**config.mk**
```make
export PLATFORM = sky130hd
export DESIGN_NAME = i2c_cfg_master
export DESIGN_NICKNAME = d
export VERILOG_FILES = /design/src/rtl/i2c_cfg_pkg.sv /design/src/rtl/i2c_bit_timer.sv /design/src/rtl/i2c_frame_fsm.sv /design/src/rtl/i2c_rx_capture.sv /design/src/rtl/i2c_cfg_sequencer.sv /design/src/rtl/i2c_cfg_master.sv
export VERILOG_INCLUDE_DIRS = /design/src /design/src/rtl
export SDC_FILE = /design/constraint.sdc
export NUM_CORES = 1
export LEC_CHECK = 0
export BUFFER_PORTS_ARGS = -buffer_cell sky130_fd_sc_hd__clkbuf_2
export CAP_MARGIN = 10
export CORE_AREA = 2 2 116 118
export CTS_CLUSTER_SIZE = 25
export DETAILED_ROUTE_END_ITERATION = 16
export DIE_AREA = 0 0 118 120
export GPL_TIMING_DRIVEN = 0
export PLACE_DENSITY_LB_ADDON = 0.3
export SETUP_SLACK_MARGIN = 0.4
export SLEW_MARGIN = 15
export SYNTH_ARGS = -nofsm -noshare
export SYNTH_HDL_FRONTEND = slang
export SYNTH_HIERARCHICAL = 1
export SYNTH_SLANG_ARGS = --single-unit
```
**constraint.sdc**
```tcl
create_clock -name clk -period 7.8 [get_ports clk]
set_input_delay 1.56 -clock clk [delete_from_list [all_inputs] [get_ports clk]]
set_output_delay 1.56 -clock clk [all_outputs]
set_load 0.005 [all_outputs]
```
**src/rtl/i2c_cfg_defs.svh**
```systemverilog
//------------------------------
// i2c config master parameters
// bus timing defaults and field widths
//------------------------------
`ifndef I2C_CFG_DEFS_SVH
`define I2C_CFG_DEFS_SVH

//------------------------------
// clocking
//------------------------------
`define I2C_CFG_CLK_FREQ        100_000_000     // system clock, Hz
`define I2C_CFG_BUS_FREQ        400_000         // fast-mode scl, Hz

// system clocks per scl period
`define I2C_CFG_CLK_DIV         (`I2C_CFG_CLK_FREQ / `I2C_CFG_BUS_FREQ)

// sensor settling time after reset, 1 ms
`define I2C_CFG_POWERUP_CYCLES  (`I2C_CFG_CLK_FREQ / 1000)

//------------------------------
// field widths
//------------------------------
`define I2C_CFG_INDEX_W         8               // table index
`define I2C_CFG_BYTE_W          8               // one bus byte
`define I2C_CFG_REG_W           16              // sensor reg addr and data
`define I2C_CFG_DIV_W           16              // bit timer counter

`endif

```
**src/rtl/i2c_cfg_pkg.sv**
```systemverilog
//------------------------------
// i2c config master types
//------------------------------
`include "i2c_cfg_defs.svh"

package i2c_cfg_pkg;

    typedef logic [`I2C_CFG_BYTE_W-1:0]  byte_t;
    typedef logic [`I2C_CFG_REG_W-1:0]   reg_addr_t;
    typedef logic [`I2C_CFG_REG_W-1:0]   reg_data_t;
    typedef logic [`I2C_CFG_INDEX_W-1:0] cfg_index_t;
    typedef logic [`I2C_CFG_DIV_W-1:0]   div_cnt_t;

    // one table record, 40 bits, dev addr on top
    typedef struct packed {
        byte_t     dev_addr;    // 7-bit addr + r/w
        reg_addr_t reg_addr;
        reg_data_t reg_data;
    } cfg_entry_t;

    // per-bit timing strobes from the bit timer
    typedef struct packed {
        logic scl_phase;        // gated scl level
        logic shift_en;         // start of bit
        logic sample_en;        // mid bit
    } bit_strobe_t;

    typedef struct packed {
        logic       is_read;    // entry 0 only
        cfg_entry_t entry;
    } frame_cmd_t;

    // slot decode handed to the capture block
    typedef struct packed {
        logic ack_slot;         // slave ack bit
        logic data_slot;        // read data bit
        logic data_commit;      // both read bytes in
        logic frame_end;        // final stop
    } rx_ctl_t;

    typedef enum logic [3:0] {
        FS_IDLE,
        FS_START,
        FS_WR_BYTE,             // addr / reg / data bytes out
        FS_SLV_ACK,
        FS_RD_STOP,             // stop ahead of repeated frame
        FS_RD_IDLE,
        FS_START2,
        FS_RD_BYTE,
        FS_MST_ACK,
        FS_MST_NACK,
        FS_STOP
    } frame_state_t;

endpackage

```
**src/rtl/i2c_bit_timer.sv**
```systemverilog
//------------------------------
// i2c bit timer
// power-up delay, then scl phase and bit strobes
//------------------------------
`timescale 1ns/10ps

module i2c_bit_timer
    import i2c_cfg_pkg::*;
#(
    parameter int clk_div        = 250,
    parameter int powerup_cycles = 100_000
)
(
    input  logic        clk,
    input  logic        rst_n,
    output bit_strobe_t strobe,
    output logic        powered_up
);

    localparam int PWR_W = (powerup_cycles > 0) ? $clog2(powerup_cycles + 1) : 1;

    localparam div_cnt_t DIV_LAST = div_cnt_t'(clk_div - 1);
    localparam div_cnt_t DIV_HALF = div_cnt_t'(clk_div / 2);       // sample point
    localparam div_cnt_t DIV_Q1   = div_cnt_t'(clk_div / 4);       // scl rise
    localparam div_cnt_t DIV_Q3   = div_cnt_t'((3 * clk_div) / 4); // scl fall

    logic [PWR_W-1:0] pwr_cnt;
    div_cnt_t         div_cnt;

    //------------------------------
    // power-up settling
    //------------------------------
    always_ff @(posedge clk or negedge rst_n)
    begin
        if (!rst_n)
        begin
            pwr_cnt    <= '0;
            powered_up <= 1'b0;
        end
        else if (!powered_up)
        begin
            if (pwr_cnt == PWR_W'(powerup_cycles))
                powered_up <= 1'b1;         // latches, never drops
            else
                pwr_cnt <= pwr_cnt + 1'b1;
        end
    end

    //------------------------------
    // phase counter and strobes
    //------------------------------
    always_ff @(posedge clk or negedge rst_n)
    begin
        if (!rst_n)
        begin
            div_cnt <= '0;
            strobe  <= '0;
        end
        else if (powered_up)
        begin
            div_cnt <= (div_cnt == DIV_LAST) ? '0 : div_cnt + 1'b1;
            strobe.shift_en  <= (div_cnt == '0);           // sda changes here
            strobe.sample_en <= (div_cnt == DIV_HALF);     // middle of scl high
            strobe.scl_phase <= (div_cnt >= DIV_Q1) && (div_cnt < DIV_Q3);
        end
    end

    // shift and sample must stay half a period apart
    a_strobe_apart: assert property (@(posedge clk) disable iff (!rst_n)
        !(strobe.shift_en && strobe.sample_en));

endmodule

```
**src/rtl/i2c_frame_fsm.sv**
```systemverilog
//------------------------------
// i2c frame engine
// bit-level write / read frames on scl and sda
//------------------------------
`timescale 1ns/10ps

module i2c_frame_fsm
    import i2c_cfg_pkg::*;
(
    input  logic        clk,
    input  logic        rst_n,
    input  bit_strobe_t strobe,
    input  logic        cmd_valid,
    input  frame_cmd_t  cmd,
    output logic        cmd_ready,
    output logic        scl,
    output logic        sda_out,
    output logic        sda_oe,
    output rx_ctl_t     rx_ctl
);

    frame_state_t state;
    frame_cmd_t   cmd_q;        // latched command
    byte_t        tx_byte;      // remaining bits, msb first
    byte_t        load_byte;
    logic [2:0]   bit_cnt;
    logic [2:0]   byte_idx;     // 0..4 write, 5 read addr, 6..7 read data
    logic [2:0]   load_idx;
    logic         sda_q;
    logic         take;
    logic         scl_gated;

    // byte order: dev, reg hi, reg lo, data hi, data lo, dev+read
    function automatic byte_t pick_byte(input cfg_entry_t e, input logic [2:0] idx);
        case (idx)
            3'd0:    pick_byte = {e.dev_addr[7:1], 1'b0};
            3'd1:    pick_byte = e.reg_addr[15:8];
            3'd2:    pick_byte = e.reg_addr[7:0];
            3'd3:    pick_byte = e.reg_data[15:8];
            3'd4:    pick_byte = e.reg_data[7:0];
            3'd5:    pick_byte = {e.dev_addr[7:1], 1'b1};  // r/w = read
            default: pick_byte = '1;
        endcase
    endfunction

    assign cmd_ready = (state == FS_IDLE) && strobe.shift_en;
    assign take      = cmd_valid && cmd_ready;
    assign load_idx  = (state == FS_SLV_ACK) ? byte_idx + 3'd1 : byte_idx;
    assign load_byte = pick_byte(cmd_q.entry, load_idx);

    always_ff @(posedge clk)
    begin
        if (take)
            cmd_q <= cmd;
    end

    //------------------------------
    // frame state machine, one step per bit
    //------------------------------
    always_ff @(posedge clk or negedge rst_n)
    begin
        if (!rst_n)
        begin
            state    <= FS_IDLE;
            sda_q    <= 1'b1;
            tx_byte  <= '0;
            bit_cnt  <= '0;
            byte_idx <= '0;
        end
        else if (strobe.shift_en)
        begin
            case (state)
                FS_IDLE:
                    if (take)
                    begin
                        state    <= FS_START;
                        sda_q    <= 1'b0;       // start, scl still high
                        byte_idx <= '0;
                    end
                FS_START, FS_START2:
                begin
                    state   <= FS_WR_BYTE;
                    sda_q   <= load_byte[7];
                    tx_byte <= {load_byte[6:0], 1'b0};
                    bit_cnt <= '0;
                end
                FS_WR_BYTE:
                    if (bit_cnt == 3'd7)
                    begin
                        state <= FS_SLV_ACK;
                        sda_q <= 1'b1;
                    end
                    else
                    begin
                        sda_q   <= tx_byte[7];
                        tx_byte <= {tx_byte[6:0], 1'b0};
                        bit_cnt <= bit_cnt + 3'd1;
                    end
                FS_SLV_ACK:
                    if (!cmd_q.is_read && byte_idx == 3'd4)
                    begin
                        state <= FS_STOP;       // last write byte acked
                        sda_q <= 1'b0;
                    end
                    else if (cmd_q.is_read && byte_idx == 3'd2)
                    begin
                        state <= FS_RD_STOP;    // reg addr sent, turn around
                        sda_q <= 1'b0;
                    end
                    else if (byte_idx == 3'd5)
                    begin
                        state    <= FS_RD_BYTE;
                        byte_idx <= 3'd6;
                        bit_cnt  <= '0;
                        sda_q    <= 1'b1;
                    end
                    else
                    begin
                        state    <= FS_WR_BYTE;
                        byte_idx <= load_idx;
                        sda_q    <= load_byte[7];
                        tx_byte  <= {load_byte[6:0], 1'b0};
                        bit_cnt  <= '0;
                    end
                FS_RD_STOP:
                begin
                    state <= FS_RD_IDLE;
                    sda_q <= 1'b1;              // stop edge
                end
                FS_RD_IDLE:
                begin
                    state    <= FS_START2;
                    sda_q    <= 1'b0;           // repeated frame start
                    byte_idx <= 3'd5;
                end
                FS_RD_BYTE:
                    if (bit_cnt == 3'd7)
                    begin
                        state <= (byte_idx == 3'd6) ? FS_MST_ACK : FS_MST_NACK;
                        sda_q <= (byte_idx != 3'd6);    // ack first, nack second
                    end
                    else
                        bit_cnt <= bit_cnt + 3'd1;
                FS_MST_ACK:
                begin
                    state    <= FS_RD_BYTE;
                    byte_idx <= 3'd7;
                    bit_cnt  <= '0;
                    sda_q    <= 1'b1;
                end
                FS_MST_NACK:
                begin
                    state <= FS_STOP;
                    sda_q <= 1'b0;
                end
                default:                        // FS_STOP
                begin
                    state <= FS_IDLE;
                    sda_q <= 1'b1;              // stop edge, bus free
                end
            endcase
        end
    end

    //------------------------------
    // pins and slot decode
    //------------------------------
    assign scl_gated = (state == FS_WR_BYTE) || (state == FS_SLV_ACK) ||
                       (state == FS_RD_BYTE) || (state == FS_MST_ACK) ||
                       (state == FS_MST_NACK);
    assign scl     = scl_gated ? strobe.scl_phase : 1'b1;
    assign sda_out = sda_q;
    assign sda_oe  = !((state == FS_SLV_ACK) || (state == FS_RD_BYTE)); // slave owns sda

    assign rx_ctl.ack_slot    = (state == FS_SLV_ACK);
    assign rx_ctl.data_slot   = (state == FS_RD_BYTE);
    assign rx_ctl.data_commit = (state == FS_MST_NACK);
    assign rx_ctl.frame_end   = (state == FS_STOP);

    // slave owns sda only in an ack slot or a data byte of a read frame
    a_release_slot: assert property (@(posedge clk) disable iff (!rst_n)
        !sda_oe |-> rx_ctl.ack_slot ||
                    (rx_ctl.data_slot && cmd_q.is_read && byte_idx >= 3'd6));

endmodule

```
**src/rtl/i2c_rx_capture.sv**
```systemverilog
//------------------------------
// i2c receive capture
// ack sampling, read data, frame result
//------------------------------
`timescale 1ns/10ps

module i2c_rx_capture
    import i2c_cfg_pkg::*;
(
    input  logic        clk,
    input  logic        rst_n,
    input  bit_strobe_t strobe,
    input  rx_ctl_t     rx_ctl,
    input  logic        sda_in,
    output logic        frame_done,
    output logic        frame_nack,
    output reg_data_t   rdata
);

    logic      nack_flag;       // sticky over the whole frame
    reg_data_t rx_shift;

    // read bits, msb first, hi byte then lo byte
    always_ff @(posedge clk)
    begin
        if (strobe.sample_en && rx_ctl.data_slot)
            rx_shift <= {rx_shift[14:0], sda_in};
    end

    //------------------------------
    // ack flag and frame result
    //------------------------------
    always_ff @(posedge clk or negedge rst_n)
    begin
        if (!rst_n)
        begin
            nack_flag  <= 1'b0;
            frame_done <= 1'b0;
            frame_nack <= 1'b0;
            rdata      <= '0;
        end
        else
        begin
            frame_done <= 1'b0;                         // single-cycle pulse
            if (strobe.sample_en)
            begin
                if (rx_ctl.ack_slot)
                    nack_flag <= nack_flag | sda_in;    // high = no ack
                if (rx_ctl.data_commit)
                    rdata <= rx_shift;
                if (rx_ctl.frame_end)
                begin
                    frame_done <= 1'b1;
                    frame_nack <= nack_flag;
                    nack_flag  <= 1'b0;                 // fresh for next frame
                end
            end
        end
    end

endmodule

```
**src/rtl/i2c_cfg_sequencer.sv**
```systemverilog
//------------------------------
// config table sequencer
// walks the table, retries on nack
//------------------------------
`timescale 1ns/10ps

module i2c_cfg_sequencer
    import i2c_cfg_pkg::*;
(
    input  logic       clk,
    input  logic       rst_n,
    input  logic       powered_up,
    input  cfg_entry_t cfg_entry,
    input  cfg_index_t cfg_size,
    input  logic       cmd_ready,
    input  logic       frame_done,
    input  logic       frame_nack,
    output cfg_index_t cfg_index,
    output logic       cmd_valid,
    output frame_cmd_t cmd,
    output logic       config_done
);

    logic in_flight;            // accepted, waiting for frame_done
    logic issue;

    assign config_done = (cfg_index == cfg_size);
    assign issue = powered_up && !cmd_valid && !in_flight && !config_done;

    // entry sampled once, held while the command waits
    always_ff @(posedge clk)
    begin
        if (issue)
        begin
            cmd.is_read <= (cfg_index == '0);
            cmd.entry   <= cfg_entry;
        end
    end

    always_ff @(posedge clk or negedge rst_n)
    begin
        if (!rst_n)
        begin
            cfg_index <= '0;
            cmd_valid <= 1'b0;
            in_flight <= 1'b0;
        end
        else
        begin
            if (cmd_valid && cmd_ready)
            begin
                cmd_valid <= 1'b0;
                in_flight <= 1'b1;
            end
            else if (issue)
                cmd_valid <= 1'b1;
            if (frame_done)
            begin
                in_flight <= 1'b0;
                if (!frame_nack)
                    cfg_index <= cfg_index + 1'b1;  // nack keeps index, resend
            end
        end
    end

    a_index_range: assert property (@(posedge clk) disable iff (!rst_n)
        cfg_index <= cfg_size);

endmodule

```
**src/rtl/i2c_cfg_master.sv**
```systemverilog
//------------------------------
// i2c configuration master top
//------------------------------
`timescale 1ns/10ps
`include "i2c_cfg_defs.svh"

module i2c_cfg_master
    import i2c_cfg_pkg::*;
#(
    parameter int clk_div        = `I2C_CFG_CLK_DIV,
    parameter int powerup_cycles = `I2C_CFG_POWERUP_CYCLES
)
(
    input  logic       clk,
    input  logic       rst_n,
    // config table lookup
    input  cfg_entry_t cfg_entry,
    input  cfg_index_t cfg_size,
    output cfg_index_t cfg_index,
    output logic       config_done,
    output reg_data_t  rdata,       // entry 0 readback
    // bus pins
    input  logic       sda_in,
    output logic       scl,
    output logic       sda_out,
    output logic       sda_oe       // high = master drives sda
);

    bit_strobe_t strobe;
    logic        powered_up;
    logic        cmd_valid;
    logic        cmd_ready;
    frame_cmd_t  cmd;
    rx_ctl_t     rx_ctl;
    logic        frame_done;
    logic        frame_nack;

    i2c_bit_timer #(
        .clk_div        (clk_div),
        .powerup_cycles (powerup_cycles)
    ) u_bit_timer (
        .clk        (clk),
        .rst_n      (rst_n),
        .strobe     (strobe),
        .powered_up (powered_up)
    );

    i2c_cfg_sequencer u_sequencer (
        .clk         (clk),
        .rst_n       (rst_n),
        .powered_up  (powered_up),
        .cfg_entry   (cfg_entry),
        .cfg_size    (cfg_size),
        .cmd_ready   (cmd_ready),
        .frame_done  (frame_done),
        .frame_nack  (frame_nack),
        .cfg_index   (cfg_index),
        .cmd_valid   (cmd_valid),
        .cmd         (cmd),
        .config_done (config_done)
    );

    i2c_frame_fsm u_frame_fsm (
        .clk       (clk),
        .rst_n     (rst_n),
        .strobe    (strobe),
        .cmd_valid (cmd_valid),
        .cmd       (cmd),
        .cmd_ready (cmd_ready),
        .scl       (scl),
        .sda_out   (sda_out),
        .sda_oe    (sda_oe),
        .rx_ctl    (rx_ctl)
    );

    i2c_rx_capture u_rx_capture (
        .clk        (clk),
        .rst_n      (rst_n),
        .strobe     (strobe),
        .rx_ctl     (rx_ctl),
        .sda_in     (sda_in),
        .frame_done (frame_done),
        .frame_nack (frame_nack),
        .rdata      (rdata)
    );

endmodule

```
[After elaboration in Yosys (flattened, before gate mapping)]
Index checks and enable logic that the tools add are counted.
Word-level totals
  output and inout bits: 28
  bits of input ports: 51
  word-level logic and storage cells: 157
  register bits: 183
Operators by class
  add/subtract/negate cells: 5
  bitwise operators: 4
  muxes and demuxes: 43
  reduce and logical (&&, ||, !) cells: 43
  magnitude comparators: 2
  eq/ne operators: 33
Operators with widths (count)
  one-hot mux 8 bit (6 select lines): 1
  one-hot mux 4 bit (9 select lines): 1
  two-way mux 8 bit: 4
  two-way mux 3 bit: 9
  one-hot mux 8 bit (3 select lines): 1
  two-way mux 4 bit: 5
  == test 3 bit, second input constant: 6
  two-way mux 1 bit: 18
  adder 17 x 1 -> 17 bit, second input constant: 1
  == test 17 bit, second input constant: 1
  adder 16 x 1 -> 16 bit, second input constant: 1
  == test 16 x 7 -> 1 bit, second input constant: 1
  == test 16 x 8 -> 1 bit, second input constant: 1
  == test 4 x 3 -> 1 bit, second input constant: 4
  >= comparator 16 x 6 -> 1 bit, second input constant: 1
  logical NOT 16 bit: 1
  < comparator 16 x 8 -> 1 bit, second input constant: 1
  two-way mux 16 bit: 1
  == test 4 bit, second input constant: 3
  inequality test 2 bit, second input constant: 6
  one-hot mux 3 bit (4 select lines): 1
  AND reduction 2 bit: 5
  AND reduction 5 bit: 2
  == test 3 x 2 -> 1 bit, second input constant: 3
  26 further kinds: 52

[Depth between registers and ports, before layout]
Gate-level depths: netlist of run 1.
  depth after elaboration: 8
  mapped depth: 10
  mapped depth without buffers: 8

[By module]
Netlist of run 1, hierarchy kept.
Modules (own cells, without submodules)
  i2c_frame_fsm: times used 1, cells an instance 279, area each 3079.2 sq um, sequential area each 1652.8 sq um
  i2c_bit_timer: times used 1, cells an instance 172, area each 1820.5 sq um, sequential area each 925.9 sq um
  i2c_cfg_sequencer: times used 1, cells an instance 93, area each 1783.0 sq um, sequential area each 1481.4 sq um
  i2c_rx_capture: times used 1, cells an instance 58, area each 1241.2 sq um, sequential area each 955.9 sq um

[Worst setup path after synthesis of run 1]
OpenSTA, ideal clock, no wires.
  path kind: input to register
  start point: in cfg_size[3]
  end point: reg u_sequencer/cmd[0] (netlist name)
  arrival time: 3.577 ns
  setup slack: 3.784 ns
  stages: 4
  path buffers: 0
  cells stage by stage: xnor2_1 nand4_1 nor2_1 nor2_1
Between the ends
  longest elaborated chain between the ends: 3
Ends and longest elaborated chain
  from (decl): RTL line i2c_cfg_master.sv:18  | input cfg_index_t cfg_size,
  == test 8 bit: RTL line i2c_cfg_sequencer.sv:27  | assign config_done = (cfg_index == cfg_size);
  named net config_done: RTL line i2c_cfg_master.sv:20  | output logic config_done,
  logical NOT 1 bit: RTL line i2c_cfg_sequencer.sv:28  | assign issue = powered_up && !cmd_valid && !in_flight && !config_done;
  logical AND 1 bit: RTL line i2c_cfg_sequencer.sv:28
  named net u_sequencer.issue: RTL line i2c_cfg_sequencer.sv:25  | logic issue;
The timed path passes the listed nets, and every way through them passes these cells.
A chain may end at the register's enable or synchronous reset.

[Worst setup path after layout of run 1]
  start point: in cfg_size[5]
  end point: out config_done
Between the ends
  longest elaborated chain between the ends: 1
Ends and longest elaborated chain (RTL line)
  == test 8 bit: i2c_cfg_sequencer.sv:27
  to (decl): i2c_cfg_master.sv:20
Every way passes these cells.

==> results of run 1 <==
==> worst reg2reg max path, delay by kind of cell (launching register included) <==
kind                       cells  cell delay, ns
buffers and inverters          2            0.49
adders and majority gates      1            0.28
DFF                            1            0.61
and+or+nand+nor                1            0.14
AOI/OAI and AO/OA              5            1.07
==> how the worst min path moves through the flow <==
stage | from | to | slack (ns) | depth (start not counted)
final | u_sequencer/cmd[6] | u_frame_fsm/cmd_q[6] | 0.42 | 0
after global routing | u_sequencer/cmd[12] | u_frame_fsm/cmd_q[12] | 0.42 | 0
after CTS | u_sequencer/cmd[33] | u_frame_fsm/cmd_q[33] | 0.42 | 0
after detailed placement | u_sequencer/cmd[33] | u_frame_fsm/cmd_q[33] | 0.40 | 0
after global placement | u_sequencer/cmd[7] | u_frame_fsm/cmd_q[7] | 0.40 | 0
after floorplan | u_sequencer/cmd[0] | u_frame_fsm/cmd_q[0] | 0.40 | 0
==> layout by cell type (no fill, tap or decap), types with 4 or more instances in the layout <==
master,n
clkinv_4,5
xnor2_1,34
a41oi_1,4
nand4_1,7
clkbuf_1,6
ha_1,14
nand2b_1,5
mux2_2,10
clkbuf_2,76
edfxtp_1,96
nand3b_1,4
a21o_1,8
and3_1,6
inv_1,24
a21oi_1,24
nor2_1,29
nor4_1,6
o22ai_1,4
nand3_1,18
nand2_1,54
dfrtp_1,83
a31oi_1,6
nor3_1,14
clkbuf_16,17
or3_1,4
xor2_1,9
mux2_4,10
mux2i_1,9
buf_2,6
o21ai_0,26
a22o_1,6
==> per-layer routing <==
layer / track usage / vias to the layer above
li1: - / 2418
met1: 0.308 / 2494
met2: 0.392 / 168
met3: 0.0456 / 30
met4: 0.105 / 0
met5: 0 / -
==> power by group through the flow <==
stage	Combinational (mW)	Sequential [mW]	Clock [mW]
final	0.0245	0.998	0.835
after global routing	0.0288	0.997	0.889
after detailed placement	0.0254	1.02	0
after floorplan	0.00201	1.02	0
after global placement	0.0221	1.02	0
after CTS	0.0256	0.997	0.852
==> flip-flops by register name, indices dropped and copies added (netlist names) <==
| signal | flops |
|---|---|
| u_bit_timer/div_cnt | 16 |
| u_bit_timer/powered_up | 1 |
| u_bit_timer/pwr_cnt | 17 |
| u_bit_timer/strobe | 3 |
| u_frame_fsm/bit_cnt | 3 |
| u_frame_fsm/byte_idx | 3 |
| u_frame_fsm/cmd_q | 40 |
| u_frame_fsm/sda_out | 1 |
| u_frame_fsm/state | 4 |
| u_frame_fsm/tx_byte | 7 |
| u_rx_capture/frame_done | 1 |
| u_rx_capture/frame_nack | 1 |
| u_rx_capture/nack_flag | 1 |
| u_rx_capture/rdata | 16 |
| u_rx_capture/rx_shift | 16 |
| u_sequencer/cfg_index | 8 |
| u_sequencer/cmd | 40 |
| u_sequencer/cmd_valid | 1 |
| u_sequencer/in_flight | 1 |
==> layout make-up <==
class,count,area (um^2),share of cell area
flip-flops and latches,180,4990,0.544
multi-input cells,377,2680,0.293
repair buffers,80,463,0.0505
clock buffers,17,425,0.0464
well taps,176,220,0.0240
clock inverters,14,155,0.0169
plain buffers,18,123,0.0134
inverters,26,110,0.0120
==> per-stage QoR <==
stage,util,instances
finish,0.706,888
global route,0.706,888
CTS,0.706,888
detailed placement,0.661,857
global placement,0.655,854
floorplan,-,601
==> qor.log, run 1 <==
qor: route.top_signal_layer_used met4
qor: worst_setup_path.worstPathBufferInverterCount 2
qor: worst_setup_path.worst_ep_arrival_time 2.54 ns
qor: power.pwr-share-seq 0.537
qor: sta.min_period 4.10 ns
qor: power.switchingPower 374 uW
qor: sta.max_freq 244 MHz
qor: route.route.final.wire_length 15,500 um
qor: cts.clk_transition_reported_paths 0.06 ns
qor: die.die-area 14,200 um^2
qor: place.place_hpwl 11,000 um
qor: worst_setup_path.most_frequent_cell_on_the_critical_path clkbuf_2
qor: route.detail_route.drc_violations 0
qor: power.intPower 1.48 mW
qor: worst_setup_path.cp-start-kind input port
qor: sta.report.final.hold_viol_count 0
qor: worst_setup_path.critPathMaxStageDelay 0.38 ns
qor: cts.ctsRootBufferMaster clkbuf_16
qor: layout.nNetsFinal 765
qor: route.vias_per_cell 5.75
qor: die.design.core.area 13,000 um^2
qor: power.power_switching_share 0.202
qor: cts.post_cts_hold_buffer_count 0
qor: worst_setup_path.critical_path_required 6.24 ns
qor: cts.post-cts-setup-buffer-count 0
qor: die.die_w 118 um
qor: sta.setup-tns-final 0 ns
qor: place.pre_cts_ws 3.68 ns
qor: worst_setup_path.capture_point_of_the_worst_path config_done
qor: route.wire_per_inst 17.5 um
qor: place.buffer_ports.inserted 77
qor: cts.clkLatencyLatePin 0.43 ns
qor: status.status finished, final reports clean
qor: cts.tritoncts_num_sinks 180
qor: grt.grt_antenna_before_repair 0
qor: grt.global_route.usage.total 0.237
qor: die.die_height 120 um
qor: route.detailedRoute.firstIterationViolations 405
qor: sta.min_period_over_period 0.526
qor: worst_setup_path.rr_worst_depth 9
qor: layout.layout.cell_area.non_filler 9170 um^2
qor: power.power_frac_comb 0.013
qor: worst_setup_path.worst_r2r_startpoint u_frame_fsm/byte_idx[0]
qor: yosys.avgSynthCellArea 13.1 um^2
qor: yosys.yosys_warnings 6
qor: worst_setup_path.worst_path_fanout_max 3
qor: power.peakVddDrop 0.208 mV
qor: layout.antenna_cells_inserted 0
qor: power.power_per_cell_area 203 nW/um^2
qor: sta.hold_slack 0.417 ns
qor: grt.number_of_global_route_vias_before_repair 5,165
qor: route.number_of_search_and_repair_iterations_in_the_first_detailed_routing_pass 6
qor: route.detailroute.wirelength.met2 7830 um
qor: die.site_row_count 42
qor: sta.max_slew_margin 0.521
qor: die.design.portCount 79
qor: worst_setup_path.cpLargestDelayFamily simple AND/OR/NAND/NOR gates
qor: sta.setup_viol_count_final 0
qor: layout.syn_to_final_growth 16.1%
qor: grt.grt_first_pass_wirelength 25,900 um
qor: route.m1WireLength 6710 um
qor: power.power 1.86 mW
qor: place.dpl_cell_area 8590 um^2
qor: worst_setup_path.timing.critical_path.to_type output pin
qor: cts.post_cts_resize_count 0
qor: worst_setup_path.crit_path_cell_trace clkbuf_2, xnor2_1, nand4_1, nor2_1, clkbuf_2
qor: die.starting_density 0.608
qor: sta.finalMaxSlewViolations 0
qor: sta.rsz0062_at_grt false
qor: cts.clockBufferDepth 2
qor: job.drv.max_cap_violation_count 0
qor: cts.number_of_buffers_created_by_cts 17
qor: layout.final_layout_size_suffix_gt1_frac 0.239
qor: route.vias 5,110
qor: sta.worst-slew-pin-transition 0.709 ns
qor: power.pwr-share-clk 0.450
qor: worst_setup_path.critPathSlowestCell nor2_1
qor: cts.htreeDepth 4
qor: route.final_antenna_net_count 0
qor: yosys.postSynthCellCount 601
qor: worst_setup_path.r2r_end u_frame_fsm/tx_byte[5]
qor: power.cellLeakagePower 3.88 nW
qor: yosys.synth_area 7890 um^2
qor: worst_setup_path.reg2reg_setup_slack 5.08 ns
qor: grt.grt_max_degree 57
qor: route.route.met3.wl 691 um
qor: cts.clock_tree_from_tritoncts done
qor: worst_hold_path.worstHoldPathType reg2reg
qor: yosys.synthesis.nets 666
qor: sta.postLayoutSetupSlackWorst 3.70 ns
qor: worst_setup_path.setup.worst_path.class in2out
qor: sta.skew 0.00985 ns
qor: grt.overflow 0
qor: worst_setup_path.crit_path_start cfg_size[5]
qor: layout.fillerInstances 887
qor: worst_setup_path.cp.depth 5
qor: place.place_congestion 0.883
Power figures use the tool's default switching activity.
==> inputs of run 2 (changes only) <==
- CORE_AREA: 2 2 116 118 -> 2 2 119 121
- DIE_AREA: 0 0 118 120 -> 0 0 121 123
- clock period: 7.8 -> 4.1 ns (I/O delays scaled with it)
==> run 2 against run 1 <==
  * First-iteration DRC count unchanged
  * Clock skew increased by 0.0010 ns
  * Critical path depth rose by 1
  * Final cell count up 0.56%
  * Register-to-register slack got worse by 3.7 ns
  * Final area is 0.20% lower
  * Total power grew 87%
  * Global-route usage is 1.9 points lower
  * Largest cell class unchanged
  * Worst hold slack worse by 0.061 ns
==> qor.log, run 2 (synthesis gave the netlist of run 1 again) <==
qor: grt.grt_first_pass_wirelength 25,000 um [-3.5%]
qor: sta.min_period_over_period 0.694
qor: power.power_switching_share 0.217 [+0.0154]
qor: cts.number_of_buffers_created_by_cts 17 [unchanged]
qor: die.die-area 14,900 um^2 [+5.1%]
qor: power.switchingPower 754 uW [+100%]
qor: job.drv.max_cap_violation_count 0 [unchanged]
qor: layout.regArea 4990 um^2 [unchanged]
qor: grt.grt_max_degree 58 [+1.8%]
qor: route.route.final.wire_length 15,200 um [-2.4%]
qor: cts.clk_transition_reported_paths 0.07 ns [about the same]
qor: cts.post-cts-setup-buffer-count 0 [unchanged]
qor: power.cellLeakagePower 3.87 nW [-0.31%]
qor: power.power_frac_comb 0.014 [about the same]
qor: layout.biggestRegsByFlops u_frame_fsm/cmd_q (40), u_sequencer/cmd (40), u_bit_timer/pwr_cnt (17)
qor: power.peakVddDrop 0.276 mV [+33%]
qor: power.power 3.48 mW [+87%]
qor: cts.tritoncts_num_sinks 180 [unchanged]
qor: cts.clock_tree_from_tritoncts done
qor: power.power_per_cell_area 380 nW/um^2 [+88%]
qor: route.final_antenna_net_count 0 [unchanged]
qor: layout.antenna_cells_inserted 0 [unchanged]
qor: layout.layout.core_utilization 0.672 [-0.0342]
qor: sta.max_slew_margin 0.527 [+0.00606]
qor: route.detailedRoute.firstIterationViolations 405 [unchanged]
qor: layout.nNetsFinal 765 [unchanged]
qor: sta.postLayoutSetupSlackWorst 1.25 ns [-2.45 ns]
qor: sta.finalMaxSlewViolations 0 [unchanged]
qor: layout.final_layout_size_suffix_gt1_frac 0.238 [-0.000335]
qor: power.pwr-share-clk 0.441 [-0.009]
qor: worst_hold_path.worstHoldPathType in2async
qor: die.design.portCount 79 [unchanged]
qor: worst_setup_path.critical_path_required 3.28 ns [-2.96 ns]
qor: die.design.core.area 13,600 um^2 [+4.9%]
qor: die.die_height 123 um [+2.5%]
qor: worst_setup_path.setup.worst_path.class reg2out
qor: route.vias_per_cell 5.67 [-1.4%]
qor: sta.skew 0.0109 ns [+0.00101 ns]
qor: sta.min_period 2.85 ns
qor: worst_setup_path.worst_path_fanout_max 10 [+7]
qor: sta.setup-tns-final 0 ns [unchanged]
qor: layout.mostFrequentLayoutCell edfxtp_1
qor: grt.global_route.usage.total 0.218 [-0.0186]
qor: layout.multi_input_area 2680 um^2 [unchanged]
qor: sta.rsz0062_at_grt false
qor: layout.layout_common_cells edfxtp_1 (96), dfrtp_1 (83), clkbuf_2 (76), nand2_1 (54), xnor2_1 (34)
qor: place.place_congestion 0.898 [+1.7%]
qor: worst_setup_path.timing.critical_path.to_type output pin
qor: worst_setup_path.cp-start-kind flop
qor: sta.setup_viol_count_final 0 [unchanged]
qor: sta.worst-slew-pin-transition 0.703 ns [-0.00623 ns]
qor: sta.max_freq 351 MHz
qor: die.starting_density 0.580 [-0.0282]
qor: die.site_row_count 43 [+2.4%]
qor: route.wire_per_inst 17.0 um [-2.9%]
qor: cts.post_cts_resize_count 0 [unchanged]
qor: route.vias 5,065 [-0.88%]
qor: power.intPower 2.72 mW [+84%]
qor: route.detail_route.drc_violations 0 [unchanged]
qor: cts.post_cts_hold_buffer_count 0 [unchanged]
qor: layout.syn_to_final_growth 15.9%
qor: grt.overflow 0 [unchanged]
qor: layout.fillerInstances 982 [+11%]
qor: grt.grt_antenna_before_repair 1 [+1]
qor: die.die_w 121 um [+2.5%]
qor: status.status finished, final reports clean
qor: worst_setup_path.worst_ep_arrival_time 2.03 ns [-0.51 ns]
qor: sta.hold_slack 0.356 ns [-0.0608 ns]
qor: cts.htreeDepth 4 [unchanged]
qor: grt.number_of_global_route_vias_before_repair 4,987 [-3.4%]
qor: place.pre_cts_ws 1.49 ns [-2.19 ns]
qor: cts.clockBufferDepth 2 [unchanged]
qor: place.place_hpwl 10,700 um [-2.8%]
qor: cts.clkLatencyLatePin 0.43 ns [about the same]
qor: sta.report.final.hold_viol_count 0 [unchanged]
qor: route.number_of_search_and_repair_iterations_in_the_first_detailed_routing_pass 5 [-1]
qor: power.pwr-share-seq 0.546 [+0.009]
qor: cts.ctsRootBufferMaster clkbuf_16
qor: place.buffer_ports.inserted 77 [unchanged]
-- run 2: critical path, cell delays in order (launching register included) --
cell and delay (ns):
dfrtp_1 0.37, buf_4 0.17, clkbuf_1 0.23, nor3_1 0.31, a21oi_1 0.11, or2_2 0.29, clkbuf_2 0.12
-- run 2: routing by layer --
| metal | global-route usage | up-vias | share of wire |
|---|---|---|---|
| li1 | - | 2404 | - |
| met1 | 0.285 | 2497 | 0.43 |
| met2 | 0.357 | 140 | 0.50 |
| met3 | 0.0480 | 24 | 0.045 |
| met4 | 0.0923 | 0 | 0.020 |
| met5 | 0 | - | 0 |
-- run 2: final cells by class --
type	count	share of cell area
inverter	26	0.0120
timing repair buffer	80	0.0498
clock inverter	15	0.0152
multi-input combinational	377	0.293
buffer	18	0.0134
clock buffer	17	0.0465
tap	180	0.0246
sequential	180	0.545
-- run 2: worst paths after layout --
check / start / end / slack (ns) / cells past startpoint
max in group asynchronous: rst_n / u_bit_timer/div_cnt[15] / 3.12 / 2
setup reg to reg: u_frame_fsm/byte_idx[0] / u_frame_fsm/tx_byte[5] / 1.41 / 9
min in group clk: u_sequencer/cmd[39] / u_frame_fsm/cmd_q[39] / 0.42 / 0
hold / removal: rst_n / u_rx_capture/rdata[10] / 0.36 / 1
setup / recovery: u_frame_fsm/state[1] / scl / 1.25 / 6
hold reg to reg: u_sequencer/cmd[39] / u_frame_fsm/cmd_q[39] / 0.42 / 0
-- run 2: power groups by stage --
stage | logic [mW] | registers (mW) | clock network [mW]
floorplan | 0.00382 | 1.94 | 0
global placement | 0.0427 | 1.93 | 0
detailed placement | 0.0490 | 1.93 | 0
CTS | 0.0492 | 1.90 | 1.56
global route | 0.0547 | 1.90 | 1.63
finish | 0.0473 | 1.90 | 1.53
-- run 2: per-stage QoR --
stage               instances  cell area, um^2
floorplan                 601             7890
global placement          858             8500
detailed placement        861             8580
CTS                       893             9150
global route              893             9150
finish                    893             9150
